==> config.mk <==
export PLATFORM = sky130hd
export DESIGN_NAME = fir_decim_top
export DESIGN_NICKNAME = d
export VERILOG_FILES = /design/src/logic/fir_decim_pkg.sv /design/src/logic/microcode_sequencer.sv /design/src/logic/delay_line.sv /design/src/logic/tap_mac.sv /design/src/logic/output_stage.sv /design/src/logic/fir_decim_top.sv
export SDC_FILE = /design/constraint.sdc
export NUM_CORES = 2
export LEC_CHECK = 0
export ABC_CLOCK_PERIOD_IN_PS = 18400
export BUFFER_PORTS_ARGS = -buffer_cell sky130_fd_sc_hd__buf_2
export CAP_MARGIN = 5
export CORE_MARGIN = 8
export CORE_UTILIZATION = 60
export CTS_BUF_LIST = sky130_fd_sc_hd__clkbuf_16
export DETAILED_ROUTE_END_ITERATION = 12
export PLACE_DENSITY = 0.76
export SETUP_SLACK_MARGIN = 0.2
export SLEW_MARGIN = 15
export SYNTH_ARGS = -nofsm -noshare
export SYNTH_HDL_FRONTEND = slang
export SYNTH_SLANG_ARGS = --single-unit
==> constraint.sdc <==
create_clock -name clk -period 18.4 [get_ports clk]
set_input_delay 4.6 -clock clk [delete_from_list [all_inputs] [get_ports clk]]
set_output_delay 4.6 -clock clk [all_outputs]
set_load 0.005 [all_outputs]
==> src/logic/fir_decim_pkg.sv <==
package fir_decim_pkg;

    // --------------------
    // Sizes
    localparam int SAMPLE_W  = 18;
    localparam int NTAPS     = 32;
    localparam int TAP_W     = 5;
    localparam int DECIM     = 8;
    localparam int ACC_W     = 48;
    localparam int COEF_FRAC = 17;
    localparam int PC_W      = 5;

    // First word of the wait/push loop
    localparam logic [PC_W-1:0] LOOP_PC = 5'd2;

    // --------------------
    // Microcode
    typedef enum logic [2:0] {
        OP_CLEAR,
        OP_WAIT_IN,
        OP_PUSH,
        OP_MAC_START,
        OP_MAC,
        OP_DRAIN,
        OP_MOVE_RES,
        OP_JUMP
    } seq_op_t;

    typedef enum logic [1:0] {
        ST_RUN,
        ST_WAIT,
        ST_REPEAT
    } seq_state_t;

    // --------------------
    // Low-pass taps, cutoff near fs/16, unity DC gain in Q17
    localparam logic signed [SAMPLE_W-1:0] COEFS [NTAPS] = '{
        -42,
        -143,
        -300,
        -536,
        -802,
        -981,
        -925,
        -449,
        609,
        2329,
        4668,
        7447,
        10360,
        13032,
        15078,
        16191,
        16191,
        15078,
        13032,
        10360,
        7447,
        4668,
        2329,
        609,
        -449,
        -925,
        -981,
        -802,
        -536,
        -300,
        -143,
        -42
    };

endpackage

==> src/logic/microcode_sequencer.sv <==
`timescale 1ns/1ps

module microcode_sequencer (
    input  logic clk,
    input  logic reset,
    input  logic sample_in_rdy,
    output logic clear_wr,
    output logic push_x,
    output logic mac_start,
    output logic mac_en,
    output logic move_res
);
    import fir_decim_pkg::*;

    logic [PC_W-1:0]  pc;
    logic [PC_W-1:0]  pc_next;
    logic [TAP_W-1:0] rep_cnt;
    seq_state_t       state;
    seq_op_t          op;
    seq_op_t          op_next;
    logic             advance;
    logic             jump;
    logic             arm;

    // --------------------
    // Microprogram
    function automatic seq_op_t rom_word(input logic [PC_W-1:0] addr);
        seq_op_t word;
        case (addr)
            5'd0:    word = OP_CLEAR;
            5'd1:    word = OP_JUMP;
            5'd2:    word = OP_WAIT_IN;
            5'd3:    word = OP_PUSH;
            5'd4:    word = OP_WAIT_IN;
            5'd5:    word = OP_PUSH;
            5'd6:    word = OP_WAIT_IN;
            5'd7:    word = OP_PUSH;
            5'd8:    word = OP_WAIT_IN;
            5'd9:    word = OP_PUSH;
            5'd10:   word = OP_WAIT_IN;
            5'd11:   word = OP_PUSH;
            5'd12:   word = OP_WAIT_IN;
            5'd13:   word = OP_PUSH;
            5'd14:   word = OP_WAIT_IN;
            5'd15:   word = OP_PUSH;
            5'd16:   word = OP_WAIT_IN;
            5'd17:   word = OP_PUSH;
            5'd18:   word = OP_MAC_START;
            5'd19:   word = OP_MAC;
            5'd20:   word = OP_DRAIN;
            5'd21:   word = OP_DRAIN;
            5'd22:   word = OP_MOVE_RES;
            default: word = OP_JUMP;
        endcase
        return word;
    endfunction

    assign op      = rom_word(pc);
    assign op_next = rom_word(pc_next);

    // Next PC
    always_comb begin
        advance = 1'b0;
        jump    = 1'b0;
        arm     = 1'b0;
        case (state)
            ST_RUN: begin
                case (op)
                    OP_WAIT_IN:       advance = sample_in_rdy;
                    OP_CLEAR, OP_MAC: arm = 1'b1;
                    OP_JUMP:          jump = 1'b1;
                    default:          advance = 1'b1;
                endcase
            end
            ST_WAIT: advance = sample_in_rdy;
            default: advance = (rep_cnt == '0);
        endcase
        if (jump)
            pc_next = LOOP_PC;
        else if (advance)
            pc_next = pc + 1'b1;
        else
            pc_next = pc;
    end

    // Entering a repeated word goes straight to ST_REPEAT
    always_ff @(posedge clk or posedge reset) begin
        if (reset) begin
            pc      <= '0;
            state   <= ST_RUN;
            rep_cnt <= '0;
        end else begin
            pc <= pc_next;
            if (arm) begin
                state   <= ST_REPEAT;
                rep_cnt <= TAP_W'(NTAPS - 1);
            end else if (advance || jump) begin
                state   <= (op_next == OP_CLEAR || op_next == OP_MAC) ? ST_REPEAT : ST_RUN;
                rep_cnt <= TAP_W'(NTAPS - 1);
            end else if (state == ST_REPEAT) begin
                rep_cnt <= rep_cnt - 1'b1;
            end else if (op == OP_WAIT_IN) begin
                state <= ST_WAIT;
            end
        end
    end

    // Strobes
    assign clear_wr  = (state == ST_REPEAT) && (op == OP_CLEAR);
    assign mac_en    = (state == ST_REPEAT) && (op == OP_MAC);
    assign push_x    = (op == OP_PUSH);
    assign mac_start = (op == OP_MAC_START);
    assign move_res  = (op == OP_MOVE_RES);

    // --------------------
    // Checks
    assert property (@(posedge clk) disable iff (reset)
        (state == ST_REPEAT) |-> (op == OP_CLEAR || op == OP_MAC))
        else $error("repeat state reached outside a repeated word");

    assert property (@(posedge clk) disable iff (reset)
        (state == ST_REPEAT && op == OP_MAC) |-> !sample_in_rdy)
        else $error("input sample arrived during the MAC burst");

endmodule

==> src/logic/delay_line.sv <==
`timescale 1ns/1ps

module delay_line (
    input  logic clk,
    input  logic reset,
    input  logic sample_in_rdy,
    input  logic clear_wr,
    input  logic push_x,
    input  logic mac_start,
    input  logic mac_en,
    input  logic signed [fir_decim_pkg::SAMPLE_W-1:0] sample_in_l,
    input  logic signed [fir_decim_pkg::SAMPLE_W-1:0] sample_in_r,
    output logic signed [fir_decim_pkg::SAMPLE_W-1:0] xj_l,
    output logic signed [fir_decim_pkg::SAMPLE_W-1:0] xj_r,
    output logic xj_valid
);
    import fir_decim_pkg::*;

    logic signed [SAMPLE_W-1:0] cap_l;
    logic signed [SAMPLE_W-1:0] cap_r;
    logic [2*SAMPLE_W-1:0]      ram [NTAPS];
    logic [TAP_W-1:0]           head;
    logic [TAP_W-1:0]           wr_addr;
    logic [TAP_W-1:0]           rd_ptr;

    always_ff @(posedge clk) begin
        if (sample_in_rdy) begin
            cap_l <= sample_in_l;
            cap_r <= sample_in_r;
        end
    end

    // Head moves down and always points at the newest pair
    assign wr_addr = (head == '0) ? TAP_W'(NTAPS - 1) : head - 1'b1;

    always_ff @(posedge clk) begin
        if (clear_wr || push_x)
            ram[wr_addr] <= clear_wr ? '0 : {cap_l, cap_r};
        if (mac_en)
            {xj_l, xj_r} <= ram[rd_ptr];
    end

    always_ff @(posedge clk or posedge reset) begin
        if (reset) begin
            head     <= '0;
            rd_ptr   <= '0;
            xj_valid <= 1'b0;
        end else begin
            xj_valid <= mac_en;
            if (clear_wr || push_x)
                head <= wr_addr;
            // Walk from newest towards oldest
            if (mac_start)
                rd_ptr <= head;
            else if (mac_en)
                rd_ptr <= (rd_ptr == TAP_W'(NTAPS - 1)) ? '0 : rd_ptr + 1'b1;
        end
    end

    assert property (@(posedge clk) disable iff (reset) mac_en |-> !(clear_wr || push_x))
        else $error("delay line written during the MAC read burst");

endmodule

==> src/logic/tap_mac.sv <==
`timescale 1ns/1ps

module tap_mac (
    input  logic clk,
    input  logic reset,
    input  logic mac_start,
    input  logic xj_valid,
    input  logic signed [fir_decim_pkg::SAMPLE_W-1:0] xj_l,
    input  logic signed [fir_decim_pkg::SAMPLE_W-1:0] xj_r,
    output logic signed [fir_decim_pkg::ACC_W-1:0]    acc_l,
    output logic signed [fir_decim_pkg::ACC_W-1:0]    acc_r
);
    import fir_decim_pkg::*;

    logic [TAP_W-1:0]             coef_idx;
    logic signed [SAMPLE_W-1:0]   coef;
    logic signed [2*SAMPLE_W-1:0] prod_l;
    logic signed [2*SAMPLE_W-1:0] prod_r;
    logic                         prod_valid;

    // Coefficient ROM
    assign coef = COEFS[coef_idx];

    always_ff @(posedge clk or posedge reset) begin
        if (reset) begin
            coef_idx   <= '0;
            prod_valid <= 1'b0;
        end else begin
            prod_valid <= xj_valid;
            if (mac_start)
                coef_idx <= '0;
            else if (xj_valid)
                coef_idx <= (coef_idx == TAP_W'(NTAPS - 1)) ? '0 : coef_idx + 1'b1;
        end
    end

    // --------------------
    // Multiply stage
    always_ff @(posedge clk) begin
        if (xj_valid) begin
            prod_l <= xj_l * coef;
            prod_r <= xj_r * coef;
        end
    end

    // --------------------
    // Accumulate stage, one tap behind the multiplier
    always_ff @(posedge clk or posedge reset) begin
        if (reset) begin
            acc_l <= '0;
            acc_r <= '0;
        end else if (mac_start) begin
            acc_l <= '0;
            acc_r <= '0;
        end else if (prod_valid) begin
            acc_l <= acc_l + ACC_W'(prod_l);
            acc_r <= acc_r + ACC_W'(prod_r);
        end
    end

endmodule

==> src/logic/output_stage.sv <==
`timescale 1ns/1ps

module output_stage (
    input  logic clk,
    input  logic reset,
    input  logic move_res,
    input  logic signed [fir_decim_pkg::ACC_W-1:0]    acc_l,
    input  logic signed [fir_decim_pkg::ACC_W-1:0]    acc_r,
    output logic sample_out_rdy,
    output logic signed [fir_decim_pkg::SAMPLE_W-1:0] sample_out_l,
    output logic signed [fir_decim_pkg::SAMPLE_W-1:0] sample_out_r
);
    import fir_decim_pkg::*;

    // Drop the coefficient fraction, clamp to 18 bits
    function automatic logic signed [SAMPLE_W-1:0] scale_sat(input logic signed [ACC_W-1:0] acc);
        logic signed [ACC_W-1:0] shifted;
        logic signed [ACC_W-1:0] hi_lim;
        logic signed [ACC_W-1:0] lo_lim;
        shifted = acc >>> COEF_FRAC;
        hi_lim  = (ACC_W'(1) <<< (SAMPLE_W - 1)) - 1;
        lo_lim  = -hi_lim - 1;
        if (shifted > hi_lim)
            return {1'b0, {(SAMPLE_W - 1){1'b1}}};
        else if (shifted < lo_lim)
            return {1'b1, {(SAMPLE_W - 1){1'b0}}};
        else
            return shifted[SAMPLE_W-1:0];
    endfunction

    always_ff @(posedge clk or posedge reset) begin
        if (reset) begin
            sample_out_rdy <= 1'b0;
            sample_out_l   <= '0;
            sample_out_r   <= '0;
        end else begin
            sample_out_rdy <= move_res;
            if (move_res) begin
                sample_out_l <= scale_sat(acc_l);
                sample_out_r <= scale_sat(acc_r);
            end
        end
    end

    assert property (@(posedge clk) disable iff (reset) sample_out_rdy |=> !sample_out_rdy)
        else $error("output strobe wider than one cycle");

endmodule

==> src/logic/fir_decim_top.sv <==
`timescale 1ns/1ps

module fir_decim_top (
    input  logic clk,
    input  logic reset,
    input  logic sample_in_rdy,
    input  logic signed [fir_decim_pkg::SAMPLE_W-1:0] sample_in_l,
    input  logic signed [fir_decim_pkg::SAMPLE_W-1:0] sample_in_r,
    output logic sample_out_rdy,
    output logic signed [fir_decim_pkg::SAMPLE_W-1:0] sample_out_l,
    output logic signed [fir_decim_pkg::SAMPLE_W-1:0] sample_out_r
);
    import fir_decim_pkg::*;

    logic                       clear_wr;
    logic                       push_x;
    logic                       mac_start;
    logic                       mac_en;
    logic                       move_res;
    logic signed [SAMPLE_W-1:0] xj_l;
    logic signed [SAMPLE_W-1:0] xj_r;
    logic                       xj_valid;
    logic signed [ACC_W-1:0]    acc_l;
    logic signed [ACC_W-1:0]    acc_r;

    // --------------------
    // Decode
    microcode_sequencer microcode_sequencer_inst (
        .clk           (clk),
        .reset         (reset),
        .sample_in_rdy (sample_in_rdy),
        .clear_wr      (clear_wr),
        .push_x        (push_x),
        .mac_start     (mac_start),
        .mac_en        (mac_en),
        .move_res      (move_res)
    );

    // --------------------
    // Execute
    delay_line delay_line_inst (
        .clk           (clk),
        .reset         (reset),
        .sample_in_rdy (sample_in_rdy),
        .clear_wr      (clear_wr),
        .push_x        (push_x),
        .mac_start     (mac_start),
        .mac_en        (mac_en),
        .sample_in_l   (sample_in_l),
        .sample_in_r   (sample_in_r),
        .xj_l          (xj_l),
        .xj_r          (xj_r),
        .xj_valid      (xj_valid)
    );

    tap_mac tap_mac_inst (
        .clk       (clk),
        .reset     (reset),
        .mac_start (mac_start),
        .xj_valid  (xj_valid),
        .xj_l      (xj_l),
        .xj_r      (xj_r),
        .acc_l     (acc_l),
        .acc_r     (acc_r)
    );

    // --------------------
    // Result
    output_stage output_stage_inst (
        .clk            (clk),
        .reset          (reset),
        .move_res       (move_res),
        .acc_l          (acc_l),
        .acc_r          (acc_r),
        .sample_out_rdy (sample_out_rdy),
        .sample_out_l   (sample_out_l),
        .sample_out_r   (sample_out_r)
    );

endmodule

==> flow_metrics.env <==
export IMPL_path_clk_slew_ns=0.06
export IMPL_timing_slew_headroom_pct=26.6
export IMPL_skew_ns=0.105
export IMPL_worst_hold_path_class="reg2reg"
export IMPL_drt_total_wl_mm=213
export IMPL_report_final_setup_viol=0
export IMPL_synthTopCellsByArea="edfxtp_1 (46%), fa_1 (16%), mux4_2 (9.6%)"
export IMPL_detail_route_vias_per_cell=6.18
export IMPL_final_global_route_overflow_total=0
export IMPL_timing_critical_path_slowest_stage_cell="dfrtp_1"
export IMPL_ctsHtreeMaxLevel=4
export IMPL_crit_path_end_kind="flop"
export IMPL_fp_dieArea_um2=153000
export IMPL_total_negative_setup_slack_ns=0
export IMPL_grt_setup_unrepaired="no"
export IMPL_whs_path_depth=2
export IMPL_layout_cell_area_non_filler_um2=92100
export IMPL_cts_sink_count=1458
export IMPL_synth_async_reset_ratio_pct=11.1
export IMPL_synth_top_cells_by_count="edfxtp_1 (1296), inv_1 (841), fa_1 (656), nand2_1 (415), mux4_2 (360)"
export IMPL_filler_cell_count=9647
export IMPL_synth_yosys_seq_area_share_pct=50.8
export IMPL_rr_worst_depth=27
export IMPL_postCtsResizedCells=0
export IMPL_yosys_register_bits=1458
export IMPL_top_count_cell_post_synth="edfxtp_1"
export IMPL_worst_setup_path_start_kind="flop"
export IMPL_area_growth_synth_to_final_pct=8.79
export IMPL_average_cell_area_after_synthesis_um2=14.1
export IMPL_number_of_global_route_vias_before_repair=52300
export IMPL_initial_core_util_pct=60.2
export IMPL_worst_skew_pair_late_latency_ns=0.82
export IMPL_dr_first_iter_drc_count=4951
export IMPL_clock_root_buffer="clkbuf_16"
export IMPL_dominantRegCellSynth="edfxtp_1"
export IMPL_final_hold_violation_count=0
export IMPL_route_vias_total=49718
export IMPL_period_minus_slack_ns=9.10
export IMPL_post_synth_num_cell_types=90
export IMPL_synth_top_area_share_pct=46.0
export IMPL_wl_per_cell_um=26.4
export IMPL_global_route_wire_length_before_repair_mm=323
export IMPL_layout_worst_path_cycle_share_pct=49.4
export IMPL_mappedNetlistNets=6996
export IMPL_worst_slew_pin_slew_ns=1.10
export IMPL_nets_final=7037
export IMPL_chipHeight_um=392
export IMPL_placement_cell_area_um2=87300
export IMPL_drive_gt1_share_pct=13.8
export IMPL_clock_tree_from_tritoncts="yes"
export IMPL_syn_inst=6000
export IMPL_pin_count_of_the_biggest_net_entering_global_routing=72
export IMPL_fmaxAchievable_mhz=110
export IMPL_cts_hold_repair_buffers=0
export IMPL_status="finished, final reports clean"
export IMPL_grt_antenna_before_repair=6
export IMPL_grt_total_usage_pct=28.0
export IMPL_dpl_hpwl_mm=122
export IMPL_drcViolationCount=0
export IMPL_core_area_um2=141000
export IMPL_yosys_warnings=0
export IMPL_postRouteAntennaNets=0
export IMPL_critPathMaxFanout=36
export IMPL_slowest_delay_ns=0.99
export IMPL_num_rows=138
export IMPL_synth_enable_flop_cells=1296
export IMPL_worst_ep_arrival_time_ns=9.60
export IMPL_crit_type="reg2reg"
export IMPL_synth_largest_area_cell="edfxtp_1"
export IMPL_netlist_area_um2=84700
export IMPL_dieWidth_um=392
export IMPL_cap_viol_max_count=0
export IMPL_gp_routability_congestion=0.881
export IMPL_number_of_top_level_pins=76
export IMPL_final_core_utilization_pct=65.4
export IMPL_drt_pre_antenna_iters=6
export IMPL_post_cts_setup_buffer_count=0
export IMPL_buffer_ports_inserted=75
export IMPL_tritoncts_num_buffers=144
export IMPL_cts_buffer_depth=3
export IMPL_required_ns=18.90
export IMPL_timing_final_max_slew_violations=0
[cells in the final DEF (no fill, tap or decap), drive strengths merged, types with 61 or more instances in the layout]
master,n
mux2i,61
inv,878
clkbuf,146
ha,301
nand2,415
clkinv,64
and2,334
edfxtp,1296
xnor2,117
dfrtp,162
a21o,64
nor2,253
a21oi,197
o21ai,165
buf,150
mux4,360
fa,656
[critical path: cells and delay by family (launching register included)]
family / cells / cell delay, ns
AOI/OAI and AO/OA: 9 / 2.26
xor gates and xnor gates: 1 / 0.09
adders and majority gates: 7 / 2.94
buffers and inverters: 6 / 0.65
DFF: 1 / 0.99
and+or+nand+nor: 4 / 1.84
[cell families (layout without fill, tap and decap cells)]
group | Yosys count | count (layout) | share of synthesized area (%)
AOI/OAI and AO/OA | 631 | 631 | 4.78
xor gates and xnor gates | 160 | 160 | 1.66
adders and majority gates | 957 | 957 | 20.0
buffers and inverters | 1098 | 1253 | 4.91
DFF | 1458 | 1458 | 50.8
muxes | 460 | 460 | 10.8
other | 0 | 2 | 0
and+or+nand+nor | 1236 | 1236 | 7.12
[state kept, by name, indices dropped and copies added, names as in the netlist, 2 cells and up]
signal	flops
delay_line_inst.ram	1152
tap_mac_inst.acc_l	48
tap_mac_inst.acc_r	48
tap_mac_inst.prod_l	36
tap_mac_inst.prod_r	36
delay_line_inst.cap_l	18
delay_line_inst.cap_r	18
delay_line_inst.xj_l	18
delay_line_inst.xj_r	18
output_stage_inst.sample_out_l	18
output_stage_inst.sample_out_r	18
delay_line_inst.head	5
delay_line_inst.rd_ptr	5
microcode_sequencer_inst.pc	5
microcode_sequencer_inst.rep_cnt	5
tap_mac_inst.coef_idx	5
microcode_sequencer_inst.state	2
[routing by layer]
layer | vias up | track usage (%) | part of all wire (%)
li1 | 21099 | - | -
met1 | 25504 | 35.4 | 36
met2 | 2539 | 48.4 | 51
met3 | 576 | 4.59 | 8.4
met4 | 0 | 11.6 | 4.8
met5 | - | 0 | 0
[final timing paths]
path	startpoint	endpoint	slack (ns)
setup reg to reg	tap_mac_inst.coef_idx[3]	tap_mac_inst.prod_l[35]	9.30
min in group asynchronous	reset	tap_mac_inst.coef_idx[2]	3.89
setup / recovery	tap_mac_inst.coef_idx[3]	tap_mac_inst.prod_l[35]	9.30
max in group asynchronous	reset	tap_mac_inst.acc_l[10]	12.51
hold reg to reg	output_stage_inst.sample_out_l[17]	output_stage_inst.sample_out_l[17]	0.47
hold / removal	output_stage_inst.sample_out_l[17]	output_stage_inst.sample_out_l[17]	0.47
[per-stage QoR]
| step | setup WS (ns) | hold slack (ns) | cells |
|---|---|---|---|
| after global placement | 9.67 | 0.454 | 7785 |
| final | 9.30 | 0.473 | 8047 |
| after floorplan | 9.42 | 0.470 | 6000 |
| after detailed placement | 9.44 | 0.462 | 7785 |
| after global routing | 8.75 | 0.491 | 8045 |
| after CTS | 9.39 | 0.476 | 8045 |
[final cells by class]
| cell class | count | area, um2 | area share, % |
|---|---|---|---|
| flip-flops and latches | 1458 | 43000 | 46.7 |
| multi-input cells | 3444 | 37900 | 41.1 |
| clock buffers | 146 | 3650 | 3.97 |
| inverters | 843 | 3170 | 3.44 |
| well taps | 1890 | 2360 | 2.57 |
| clock inverters | 114 | 1110 | 1.21 |
| repair buffers | 150 | 938 | 1.02 |
| diodes | 2 | 5.00 | 0.00543 |
Power is left out: the tool's default activity adds up to more than one toggle a clock period on the data nets, which glitch-free logic cannot reach.
